## src/common/sad_pkg.sv

```systemverilog
package sad_pkg;

    // window length, also the number of parallel lanes
    localparam int ref_samples = 32;
    localparam int bits_per_sample = 8;

    // accumulator width; the top bit doubles as saturation flag
    localparam int sad_width = 16;

    // host byte index, wide enough for the whole reference
    localparam int bytecnt_width = 7;

    localparam int lane_idx_width = $clog2(ref_samples);

    // host register map
    localparam logic [7:0] addr_reference         = 8'h20;
    localparam logic [7:0] addr_threshold         = 8'h21;
    localparam logic [7:0] addr_status            = 8'h22;
    localparam logic [7:0] addr_bits_per_sample   = 8'h23;
    localparam logic [7:0] addr_ref_samples       = 8'h24;
    localparam logic [7:0] addr_counter_width     = 8'h25;
    localparam logic [7:0] addr_multiple_triggers = 8'h26;

    typedef logic [bits_per_sample-1:0] sample_t;

    typedef logic [sad_width-1:0] sad_t;

    // one bit per lane
    typedef logic [ref_samples-1:0] lane_mask_t;

    // element k is reference sample k
    typedef sample_t [ref_samples-1:0] ref_array_t;

endpackage

```

## src/rtl/sad_regs.sv

```systemverilog
module sad_regs (
    input  logic                              adc_sampleclk,
    input  logic                              reset,
    input  logic [7:0]                        reg_address,
    input  logic [sad_pkg::bytecnt_width-1:0] reg_bytecnt,
    input  logic [7:0]                        reg_datai,
    input  logic                              reg_read,
    input  logic                              reg_write,
    input  logic                              triggered,
    input  logic [15:0]                       num_triggers,
    output logic [7:0]                        reg_datao,
    output sad_pkg::ref_array_t               ref_wave,
    output sad_pkg::sad_t                     threshold,
    output logic                              multiple_triggers,
    output logic                              clear_status
);
    import sad_pkg::*;

    logic [31:0] threshold_wide;  // host always sees 4 bytes
    logic [23:0] status_word;
    logic        ref_hit;
    logic        thr_hit;
    logic        status_hit;

    assign threshold_wide = 32'(threshold);
    assign status_word    = {num_triggers, 7'b0, triggered};

    // byte index range checks
    assign ref_hit    = reg_bytecnt < bytecnt_width'(ref_samples);
    assign thr_hit    = reg_bytecnt < bytecnt_width'(4);
    assign status_hit = reg_bytecnt < bytecnt_width'(3);

    // reads are combinational and only valid with reg_read
    always_comb begin
        reg_datao = 8'h00;
        if (reg_read) begin
            case (reg_address)
                addr_reference: begin
                    if (ref_hit) begin
                        reg_datao = ref_wave[reg_bytecnt[lane_idx_width-1:0]];
                    end
                end
                addr_threshold: begin
                    if (thr_hit) begin
                        reg_datao = threshold_wide[8*reg_bytecnt[1:0] +: 8];
                    end
                end
                addr_status: begin
                    if (status_hit) begin
                        reg_datao = status_word[8*reg_bytecnt[1:0] +: 8];
                    end
                end
                addr_bits_per_sample:   reg_datao = 8'(bits_per_sample);
                addr_ref_samples:       reg_datao = 8'(ref_samples);
                addr_counter_width:     reg_datao = 8'(sad_width);
                addr_multiple_triggers: reg_datao = {7'b0, multiple_triggers};
                default:                reg_datao = 8'h00;
            endcase
        end
    end

    // reference byte k lands in sample k
    always_ff @(posedge adc_sampleclk) begin
        if (reg_write && reg_address == addr_reference && ref_hit) begin
            ref_wave[reg_bytecnt[lane_idx_width-1:0]] <= reg_datai;
        end
    end

    always_ff @(posedge adc_sampleclk) begin
        if (reset) begin
            threshold         <= '0;
            multiple_triggers <= 1'b0;
            clear_status      <= 1'b0;
        end else begin
            // one pulse per status write, whatever the data
            clear_status <= reg_write && (reg_address == addr_status);
            if (reg_write) begin
                case (reg_address)
                    addr_threshold: begin
                        // bytes above sad_width are dropped
                        for (int b = 0; b < sad_width / 8; b++) begin
                            if (reg_bytecnt == bytecnt_width'(b)) begin
                                threshold[8*b +: 8] <= reg_datai;
                            end
                        end
                    end
                    addr_multiple_triggers: multiple_triggers <= reg_datai[0];
                    default: ;
                endcase
            end
        end
    end

endmodule

```

## src/sad_core/sad_sequencer.sv

```systemverilog
module sad_sequencer (
    input  logic                 adc_sampleclk,
    input  logic                 reset,
    input  sad_pkg::sample_t     adc_datain,
    input  logic                 armed_and_ready,
    input  logic                 active,
    input  sad_pkg::ref_array_t  ref_wave,
    output logic                 run,
    output sad_pkg::sample_t     sample_d,
    output sad_pkg::ref_array_t  ref_lane,
    output sad_pkg::lane_mask_t  lane_restart,
    output sad_pkg::lane_mask_t  lane_ready
);
    import sad_pkg::*;

    logic [lane_idx_width-1:0] master_counter;  // reference sample fed to lane 0
    logic                      counter_top;

    // the only place that decides whether the engine runs
    assign run = armed_and_ready && active;

    assign counter_top = master_counter == lane_idx_width'(ref_samples - 1);

    // run control
    // The restart ring idles with one bit at ref_samples-3. After j running
    // clocks it has rotated by j, so lane i sees its restart i+3 clocks after
    // run starts, which is where the first sample of that lane's window
    // reaches the accumulate stage.
    always_ff @(posedge adc_sampleclk) begin
        if (reset || !run) begin
            master_counter <= '0;
            lane_restart   <= lane_mask_t'(1) << (ref_samples - 3);
            lane_ready     <= '0;
        end else begin
            master_counter <= master_counter + 1'b1;  // wraps after the last sample
            lane_restart <= {lane_restart[ref_samples-2:0], lane_restart[ref_samples-1]};
            // lane 0 is ready after one full pass, the rest follow one per clock
            lane_ready   <= {lane_ready[ref_samples-2:0], lane_ready[0] | counter_top};
        end
    end

    // sample and reference chain
    // lane i sees the reference delayed by i, so lane i starts its window
    // on sample i of the run and then every ref_samples samples
    always_ff @(posedge adc_sampleclk) begin
        sample_d <= adc_datain;
        ref_lane <= {ref_lane[ref_samples-2:0], ref_wave[master_counter]};
    end

endmodule

```

## src/sad_core/sad_accumulators.sv

```systemverilog
module sad_accumulators (
    input  logic                 adc_sampleclk,
    input  sad_pkg::sample_t     sample_d,
    input  sad_pkg::ref_array_t  ref_lane,
    input  sad_pkg::lane_mask_t  lane_restart,
    input  sad_pkg::lane_mask_t  lane_ready,
    input  sad_pkg::sad_t        threshold,
    output sad_pkg::lane_mask_t  lane_match,
    output sad_pkg::lane_mask_t  lane_ready_d
);
    import sad_pkg::*;

    sample_t    sample_r;      // shared by all lanes
    ref_array_t ref_r;
    lane_mask_t decision;      // sample above reference
    lane_mask_t restart_next;  // lane restarts on the following clock
    lane_mask_t ready_p1;
    lane_mask_t ready_p2;
    sad_t       incr     [ref_samples];
    sad_t       acc      [ref_samples];
    sad_t       acc_next [ref_samples];

    // the ring rotates by one, so next clock's restart is the neighbour's bit
    assign restart_next = {lane_restart[ref_samples-2:0], lane_restart[ref_samples-1]};

    // compare stage
    always_ff @(posedge adc_sampleclk) begin
        sample_r <= sample_d;
        ref_r    <= ref_lane;
        for (int i = 0; i < ref_samples; i++) begin
            decision[i] <= sample_d > ref_lane[i];
        end
    end

    // increment stage, always non-negative
    always_ff @(posedge adc_sampleclk) begin
        for (int i = 0; i < ref_samples; i++) begin
            if (decision[i]) begin
                incr[i] <= sad_t'(sample_r) - sad_t'(ref_r[i]);
            end else begin
                incr[i] <= sad_t'(ref_r[i]) - sad_t'(sample_r);
            end
        end
    end

    // sticks once the MSB is set
    always_comb begin
        for (int i = 0; i < ref_samples; i++) begin
            if (acc[i][sad_width-1]) begin
                acc_next[i] = acc[i];
            end else begin
                acc_next[i] = acc[i] + incr[i];
            end
        end
    end

    // accumulate and compare-out stage
    // The last sample of a window is added on the clock just before the
    // restart, so the finished sum is acc_next there and lane_match is
    // valid during the restart clock itself.
    always_ff @(posedge adc_sampleclk) begin
        for (int i = 0; i < ref_samples; i++) begin
            if (lane_restart[i]) begin
                acc[i] <= incr[i];  // first sample of a new window
            end else begin
                acc[i] <= acc_next[i];
            end
            lane_match[i] <= restart_next[i] && (acc_next[i] <= threshold);
        end
    end

    // ready follows the same three stages as the data
    always_ff @(posedge adc_sampleclk) begin
        ready_p1     <= lane_ready;
        ready_p2     <= ready_p1;
        lane_ready_d <= ready_p2;
    end

endmodule

```

## src/rtl/sad_trigger.sv

```systemverilog
module sad_trigger (
    input  logic                adc_sampleclk,
    input  logic                reset,
    input  logic                run,
    input  logic                armed_and_ready,
    input  sad_pkg::lane_mask_t lane_match,
    input  sad_pkg::lane_mask_t lane_ready_d,
    input  logic                multiple_triggers,
    input  logic                clear_status,
    output logic                trigger,
    output logic                triggered,
    output logic [15:0]         num_triggers
);

    logic armed_r;
    logic arm_rise;   // new arming
    logic any_match;
    logic blocked;

    assign arm_rise  = armed_and_ready && !armed_r;
    assign any_match = |(lane_match & lane_ready_d);  // partial windows never count

    // single-shot mode, trigger is included since triggered lags it by a clock
    assign blocked = (triggered || trigger) && !multiple_triggers;

    always_ff @(posedge adc_sampleclk) begin
        if (reset) begin
            trigger <= 1'b0;
            armed_r <= 1'b0;
        end else begin
            trigger <= run && any_match && !blocked;
            armed_r <= armed_and_ready;
        end
    end

    // status flag and count
    always_ff @(posedge adc_sampleclk) begin
        if (reset || clear_status || arm_rise) begin
            triggered    <= 1'b0;
            num_triggers <= '0;
        end else if (trigger) begin
            triggered    <= 1'b1;
            num_triggers <= num_triggers + 16'd1;  // wraps
        end
    end

endmodule

```

## src/rtl/sad_top.sv

```systemverilog
module sad_top (
    input  logic                              adc_sampleclk,
    input  logic                              reset,
    input  sad_pkg::sample_t                  adc_datain,
    input  logic                              armed_and_ready,
    input  logic                              active,
    input  logic [7:0]                        reg_address,
    input  logic [sad_pkg::bytecnt_width-1:0] reg_bytecnt,
    input  logic [7:0]                        reg_datai,
    input  logic                              reg_read,
    input  logic                              reg_write,
    output logic [7:0]                        reg_datao,
    output logic                              trigger
);
    import sad_pkg::*;

    // register file outputs
    ref_array_t  ref_wave;
    sad_t        threshold;
    logic        multiple_triggers;
    logic        clear_status;

    // sequencer to accumulators
    logic        run;
    sample_t     sample_d;
    ref_array_t  ref_lane;
    lane_mask_t  lane_restart;
    lane_mask_t  lane_ready;

    // accumulators to trigger
    lane_mask_t  lane_match;
    lane_mask_t  lane_ready_d;

    // status back to the host
    logic        triggered;
    logic [15:0] num_triggers;

    sad_regs sad_regs_inst (
        .adc_sampleclk     (adc_sampleclk),
        .reset             (reset),
        .reg_address       (reg_address),
        .reg_bytecnt       (reg_bytecnt),
        .reg_datai         (reg_datai),
        .reg_read          (reg_read),
        .reg_write         (reg_write),
        .triggered         (triggered),
        .num_triggers      (num_triggers),
        .reg_datao         (reg_datao),
        .ref_wave          (ref_wave),
        .threshold         (threshold),
        .multiple_triggers (multiple_triggers),
        .clear_status      (clear_status)
    );

    sad_sequencer sad_sequencer_inst (
        .adc_sampleclk   (adc_sampleclk),
        .reset           (reset),
        .adc_datain      (adc_datain),
        .armed_and_ready (armed_and_ready),
        .active          (active),
        .ref_wave        (ref_wave),
        .run             (run),
        .sample_d        (sample_d),
        .ref_lane        (ref_lane),
        .lane_restart    (lane_restart),
        .lane_ready      (lane_ready)
    );

    sad_accumulators sad_accumulators_inst (
        .adc_sampleclk (adc_sampleclk),
        .sample_d      (sample_d),
        .ref_lane      (ref_lane),
        .lane_restart  (lane_restart),
        .lane_ready    (lane_ready),
        .threshold     (threshold),
        .lane_match    (lane_match),
        .lane_ready_d  (lane_ready_d)
    );

    sad_trigger sad_trigger_inst (
        .adc_sampleclk     (adc_sampleclk),
        .reset             (reset),
        .run               (run),
        .armed_and_ready   (armed_and_ready),
        .lane_match        (lane_match),
        .lane_ready_d      (lane_ready_d),
        .multiple_triggers (multiple_triggers),
        .clear_status      (clear_status),
        .trigger           (trigger),
        .triggered         (triggered),
        .num_triggers      (num_triggers)
    );

endmodule

```

## config.mk

```make
export PLATFORM = sky130hd
export DESIGN_NAME = sad_top
export DESIGN_NICKNAME = d
export VERILOG_FILES = /design/src/common/sad_pkg.sv /design/src/rtl/sad_regs.sv /design/src/sad_core/sad_sequencer.sv /design/src/sad_core/sad_accumulators.sv /design/src/rtl/sad_trigger.sv /design/src/rtl/sad_top.sv
export SDC_FILE = /design/constraint.sdc
export NUM_CORES = 2
export LEC_CHECK = 0
export ABC_CLOCK_PERIOD_IN_PS = 9550
export BUFFER_PORTS_ARGS = -buffer_cell sky130_fd_sc_hd__buf_4
export CAP_MARGIN = 20
export CORE_UTILIZATION = 56
export CTS_CLUSTER_SIZE = 12
export DETAILED_ROUTE_END_ITERATION = 8
export PLACE_DENSITY = 0.79
export SYNTH_ARGS = -nofsm -noshare
export SYNTH_HDL_FRONTEND = slang
export SYNTH_SLANG_ARGS = --single-unit
```

## constraint.sdc

```tcl
create_clock -name adc_sampleclk -period 9.55 [get_ports adc_sampleclk]
set_clock_uncertainty 0.15 [all_clocks]
set_input_delay 0.4775 -clock adc_sampleclk [delete_from_list [all_inputs] [get_ports adc_sampleclk]]
set_output_delay 0.4775 -clock adc_sampleclk [all_outputs]
set_load 0.02 [all_outputs]
```

==> impl_results.md <==
- Origin of the critical flop-to-flop path: sad_accumulators_inst.sample_r[1]$_DFF_P_
- Grt ovf: 0
- RSZ-0062 raised after global routing: no
- Internal Power: around 19000 uW
- Initial antenna violation count: 9
- Final min period: about 4400 ps
- Share of layout cells above drive strength 1: about 8.7%
- CTS tree: built
- Count of final setup violators: 0
- Distinct cells, synth: 92
- Met3 wire length: roughly 22 mm
- Critical path's most frequent cell: a221o_1
- Hpwl dp: 207 mm
- Outcome: completed
- Worst VDD drop: 0.177 mV
- FF-to-FF path depth: 10
- Wire per inst: 21.8 um
- DRT met1 WL: approximately 120 mm
- Clock power share: 24.0%
- Post-route setup TNS: 0 ps
- Slew @ Worst Pin: around 1100 ps
- Ports: 46
- Detail Route met2 WL: between 100 and 150 mm
- Max FO, Critical Path: 38
- Worst path bufs/invs: 2
- Die Y: around 440 um
- Root buffer cell: clkbuf_16
- Hold Path Cell Cnt: 4
- Worst R2R End: sad_accumulators_inst.incr[0][215]$_DFF_P_
- Die W: between 400 and 500 um
- Reg clk slew, reported paths: approximately 60 ps
- Leakage power: 0.0524 uW
- Final ANT Viol Nets: 0
- Post-synthesis cell area: roughly 110000 um^2
- Top cell type's share of synthesized area: 24.9%
- GRT Util Overall: between 30% and 40%
- P&R area growth vs syn: 8.77%
- Hold_ws: about 74 ps
- Routability-driven placement congestion ratio: 0.944
- WP depth: 10
- Nets: 13097
- Crit path capture type: register
- Most frequent cells in the layout: ha_1, dfxtp_1, o21ai_0, nand2_1, a21oi_1
- PortBufs: 45
- Slew HR: between 20% and 30%
- Net switching power: 11500 uW
- DRC errors left: 0
- Initial Util: between 50% and 60%
- Yosys reg bits: about 1600
- H-tree depth: 4
- Sequential Power Share: 30.0%
- 1st-pass router iterations: 7
- # rows: about 160
- Via Count: a little under 90000
- Crit Path Class: reg -> reg
- Clk buf depth: 3
- Syn_area_per_cell: 9.69 um^2
- Seq/Total Area, Yosys: about a third
- CP top delay family: compound AO/OA/AOI/OAI gates
- Die ar.: just under 200000 um^2
- Core area: between 150000 and 200000 um^2
- Top post-synthesis cells by area: dfxtp_1, ha_1, edfxtp_1, o21ai_0, mux2_2
- Worst-path cell chain: inv_4, buf_4, ha_1, nor2b_1, a221o_1, a221o_1, a221o_1, a221oi_2, mux2_1, nor4_1
- Most common cell after layout, fill and taps aside: ha_1
- Yosys synthesis warning count: 0
- Initial drt markers: slightly below 8000
- Critical Path AT: ~5000 ps
- Mapped Nets: between 10000 and 15000
- Cell area power density: between 200 and 300 nW/um^2
- WL final: 302 mm
- First-pass GRT wire length: 472 mm
- Worst Setup SP: sad_accumulators_inst.sample_r[1]$_DFF_P_
- Clock sink count: roughly 1600
- Final hold vios: 0
- Fin crit share: 45.9%
- Post-CTS Resized: 0
- Cts bufs inserted: around 180
- Combinational power share: 46.0%
- Largest area contributor in the synthesized netlist: dfxtp_1
- Slowest cell on the critical path: dfxtp_4
- CP max stage delay: ~860 ps
- Asr flop ratio synth: 0%
- Max cap viols: 0
- Hold Crit Class: in -> reg
- R2r setup slk: between 5000 and 6000 ps
- Worst setup path end: sad_accumulators_inst.incr[0][215]$_DFF_P_
- Clock Latency Late Sink: around 860 ps
- Final Max Tran Viols: 0
- Startpoint class of the critical path: register
- Vias in the first global route: a little under 90000
- Switching fraction of total power: 38.1%
- Req. time, crit path: 10160 ps
- Highest routed layer: met5
- Fmax: between 200 and 250 MHz
- Top_reg_cell synth: dfxtp_1
- Cells after Synth: about 11000
- Post-DR vias/cell: 6.36
- Post-synth EDFFs: ~260
- Largest net degree at the start of global routing: 72
[power groups by stage]
stage          sequential, uW  clock, uW  combinational, uW
2_1_floorplan            8830          0              11000
3_3_place_gp             9070          0              12900
3_5_place_dp             9140          0              13500
4_1_cts                  9020       7330              13700
5_1_grt                  9180       7610              15600
6_report                 9050       7260              13900
[stage by stage]
stage                     instance area [um^2]  std cells  power, uW  setup WS, ps  util (%)
after global routing                    118000      13866      32400          4950      61.3
after global placement                  111000      13515      21900          5250      57.8
after detailed placement                111000      13516      22700          5260      57.8
final                                   118000      13866      30200          5160      61.3
after floorplan                         108000      11180      19800          2590         -
after CTS                               118000      13859      30000          5210      61.2
[synth_stat cells (30+ instances only)]
| library cell | count |
|---|---|
| a211oi_1 | 115 |
| a21o_1 | 373 |
| a21oi_1 | 680 |
| a221o_1 | 93 |
| a221oi_1 | 34 |
| a22oi_1 | 62 |
| a31oi_1 | 104 |
| and2_1 | 36 |
| and3_1 | 128 |
| buf_1 | 35 |
| clkbuf_1 | 244 |
| dfxtp_1 | 1346 |
| edfxtp_1 | 256 |
| fa_1 | 96 |
| ha_1 | 1763 |
| inv_1 | 514 |
| mux2_2 | 322 |
| mux2i_1 | 176 |
| mux4_2 | 144 |
| nand2_1 | 814 |
| nand2b_1 | 168 |
| nand3_1 | 161 |
| nand4_1 | 120 |
| nor2_1 | 477 |
| nor2b_1 | 271 |
| nor3_1 | 207 |
| nor4_1 | 51 |
| o21a_1 | 217 |
| o21ai_0 | 813 |
| o21bai_1 | 72 |
| o22ai_1 | 33 |
| o311a_1 | 42 |
| o31a_1 | 48 |
| o31ai_1 | 81 |
| or3_1 | 30 |
| xnor2_1 | 296 |
| xor2_1 | 283 |
[logic make-up (layout without fill, tap and decap cells)]
kind of cell / count (synthesis) / count (layout) / synth area share (%)
DFF: 1602 / 1602 / 32.0
AOI/OAI and AO/OA: 3040 / 3040 / 18.2
other: 0 / 1 / 0
buffers and inverters: 826 / 985 / 2.92
muxes: 650 / 650 / 8.05
xor gates and xnor gates: 579 / 579 / 4.68
and+or+nand+nor: 2624 / 2624 / 12.0
adders and majority gates: 1859 / 1859 / 22.1
[metal layers]
metal | up-vias | track usage, %
met1 | 42316 | 37.5
met3 | 958 | 4.81
met5 | - | 0
met4 | 4 | 17.2
li1 | 41366 | -
met2 | 3499 | 49.2
[flip-flops by register name (all words and copies together) (netlist names), 8 cells and up]
register	cells
sad_accumulators_inst.lane_match	32
sad_regs_inst.ref_wave	256
sad_accumulators_inst.ready_p1	32
sad_accumulators_inst.acc	512
sad_regs_inst.threshold	16
sad_sequencer_inst.lane_restart	32
sad_accumulators_inst.incr	288
sad_accumulators_inst.ready_p2	32
sad_accumulators_inst.sample_r	8
sad_sequencer_inst.ref_lane	8
sad_accumulators_inst.lane_ready_d	32
sad_accumulators_inst.decision	32
sad_accumulators_inst.ref_r	256
sad_trigger_inst.num_triggers	16
sad_sequencer_inst.sample_d	8
sad_sequencer_inst.lane_ready	32
[worst min path at each step]
stage	startpoint	endpoint
6_report	armed_and_ready	sad_trigger_inst.triggered$_SDFFE_PP0P_
5_1_grt	adc_datain[2]	sad_sequencer_inst.sample_d[2]$_DFF_P_
4_1_cts	adc_datain[4]	sad_sequencer_inst.sample_d[4]$_DFF_P_
3_5_place_dp	sad_accumulators_inst.ready_p2[30]$_DFF_P_	sad_accumulators_inst.lane_ready_d[30]$_DFF_P_
3_3_place_gp	sad_accumulators_inst.ready_p1[3]$_DFF_P_	sad_accumulators_inst.ready_p2[3]$_DFF_P_
2_1_floorplan	sad_accumulators_inst.ready_p2[0]$_DFF_P_	sad_accumulators_inst.lane_ready_d[0]$_DFF_P_
[layout make-up]
| cell class | instances | area, um^2 |
|---|---|---|
| antenna | 1 | 2.50 |
| clock buffer | 243 | 5060 |
| clock inverter | 75 | 1170 |
| fill | 15096 | 74500 |
| inverter | 518 | 1970 |
| multi-input combinational | 8752 | 70600 |
| sequential | 1602 | 34700 |
| tap | 2526 | 3160 |
| timing repair buffer | 149 | 1260 |
[repair_timing]
action,CTS,global route
setup buffers,0,0
setup endpoints to repair,0,0
hold buffers,25,0
endpoints found under the hold margin,282,0
[worst reg2reg max path, stage by stage (launching register included)]
cell and delay [ps]:
dfxtp_4 860, inv_4 520, buf_4 480, ha_1 280, nor2b_1 120, a221o_1 280
a221o_1 330, a221o_1 310, a221oi_2 320, mux2_1 380, nor4_1 270
Power figures use the tool's default switching activity.
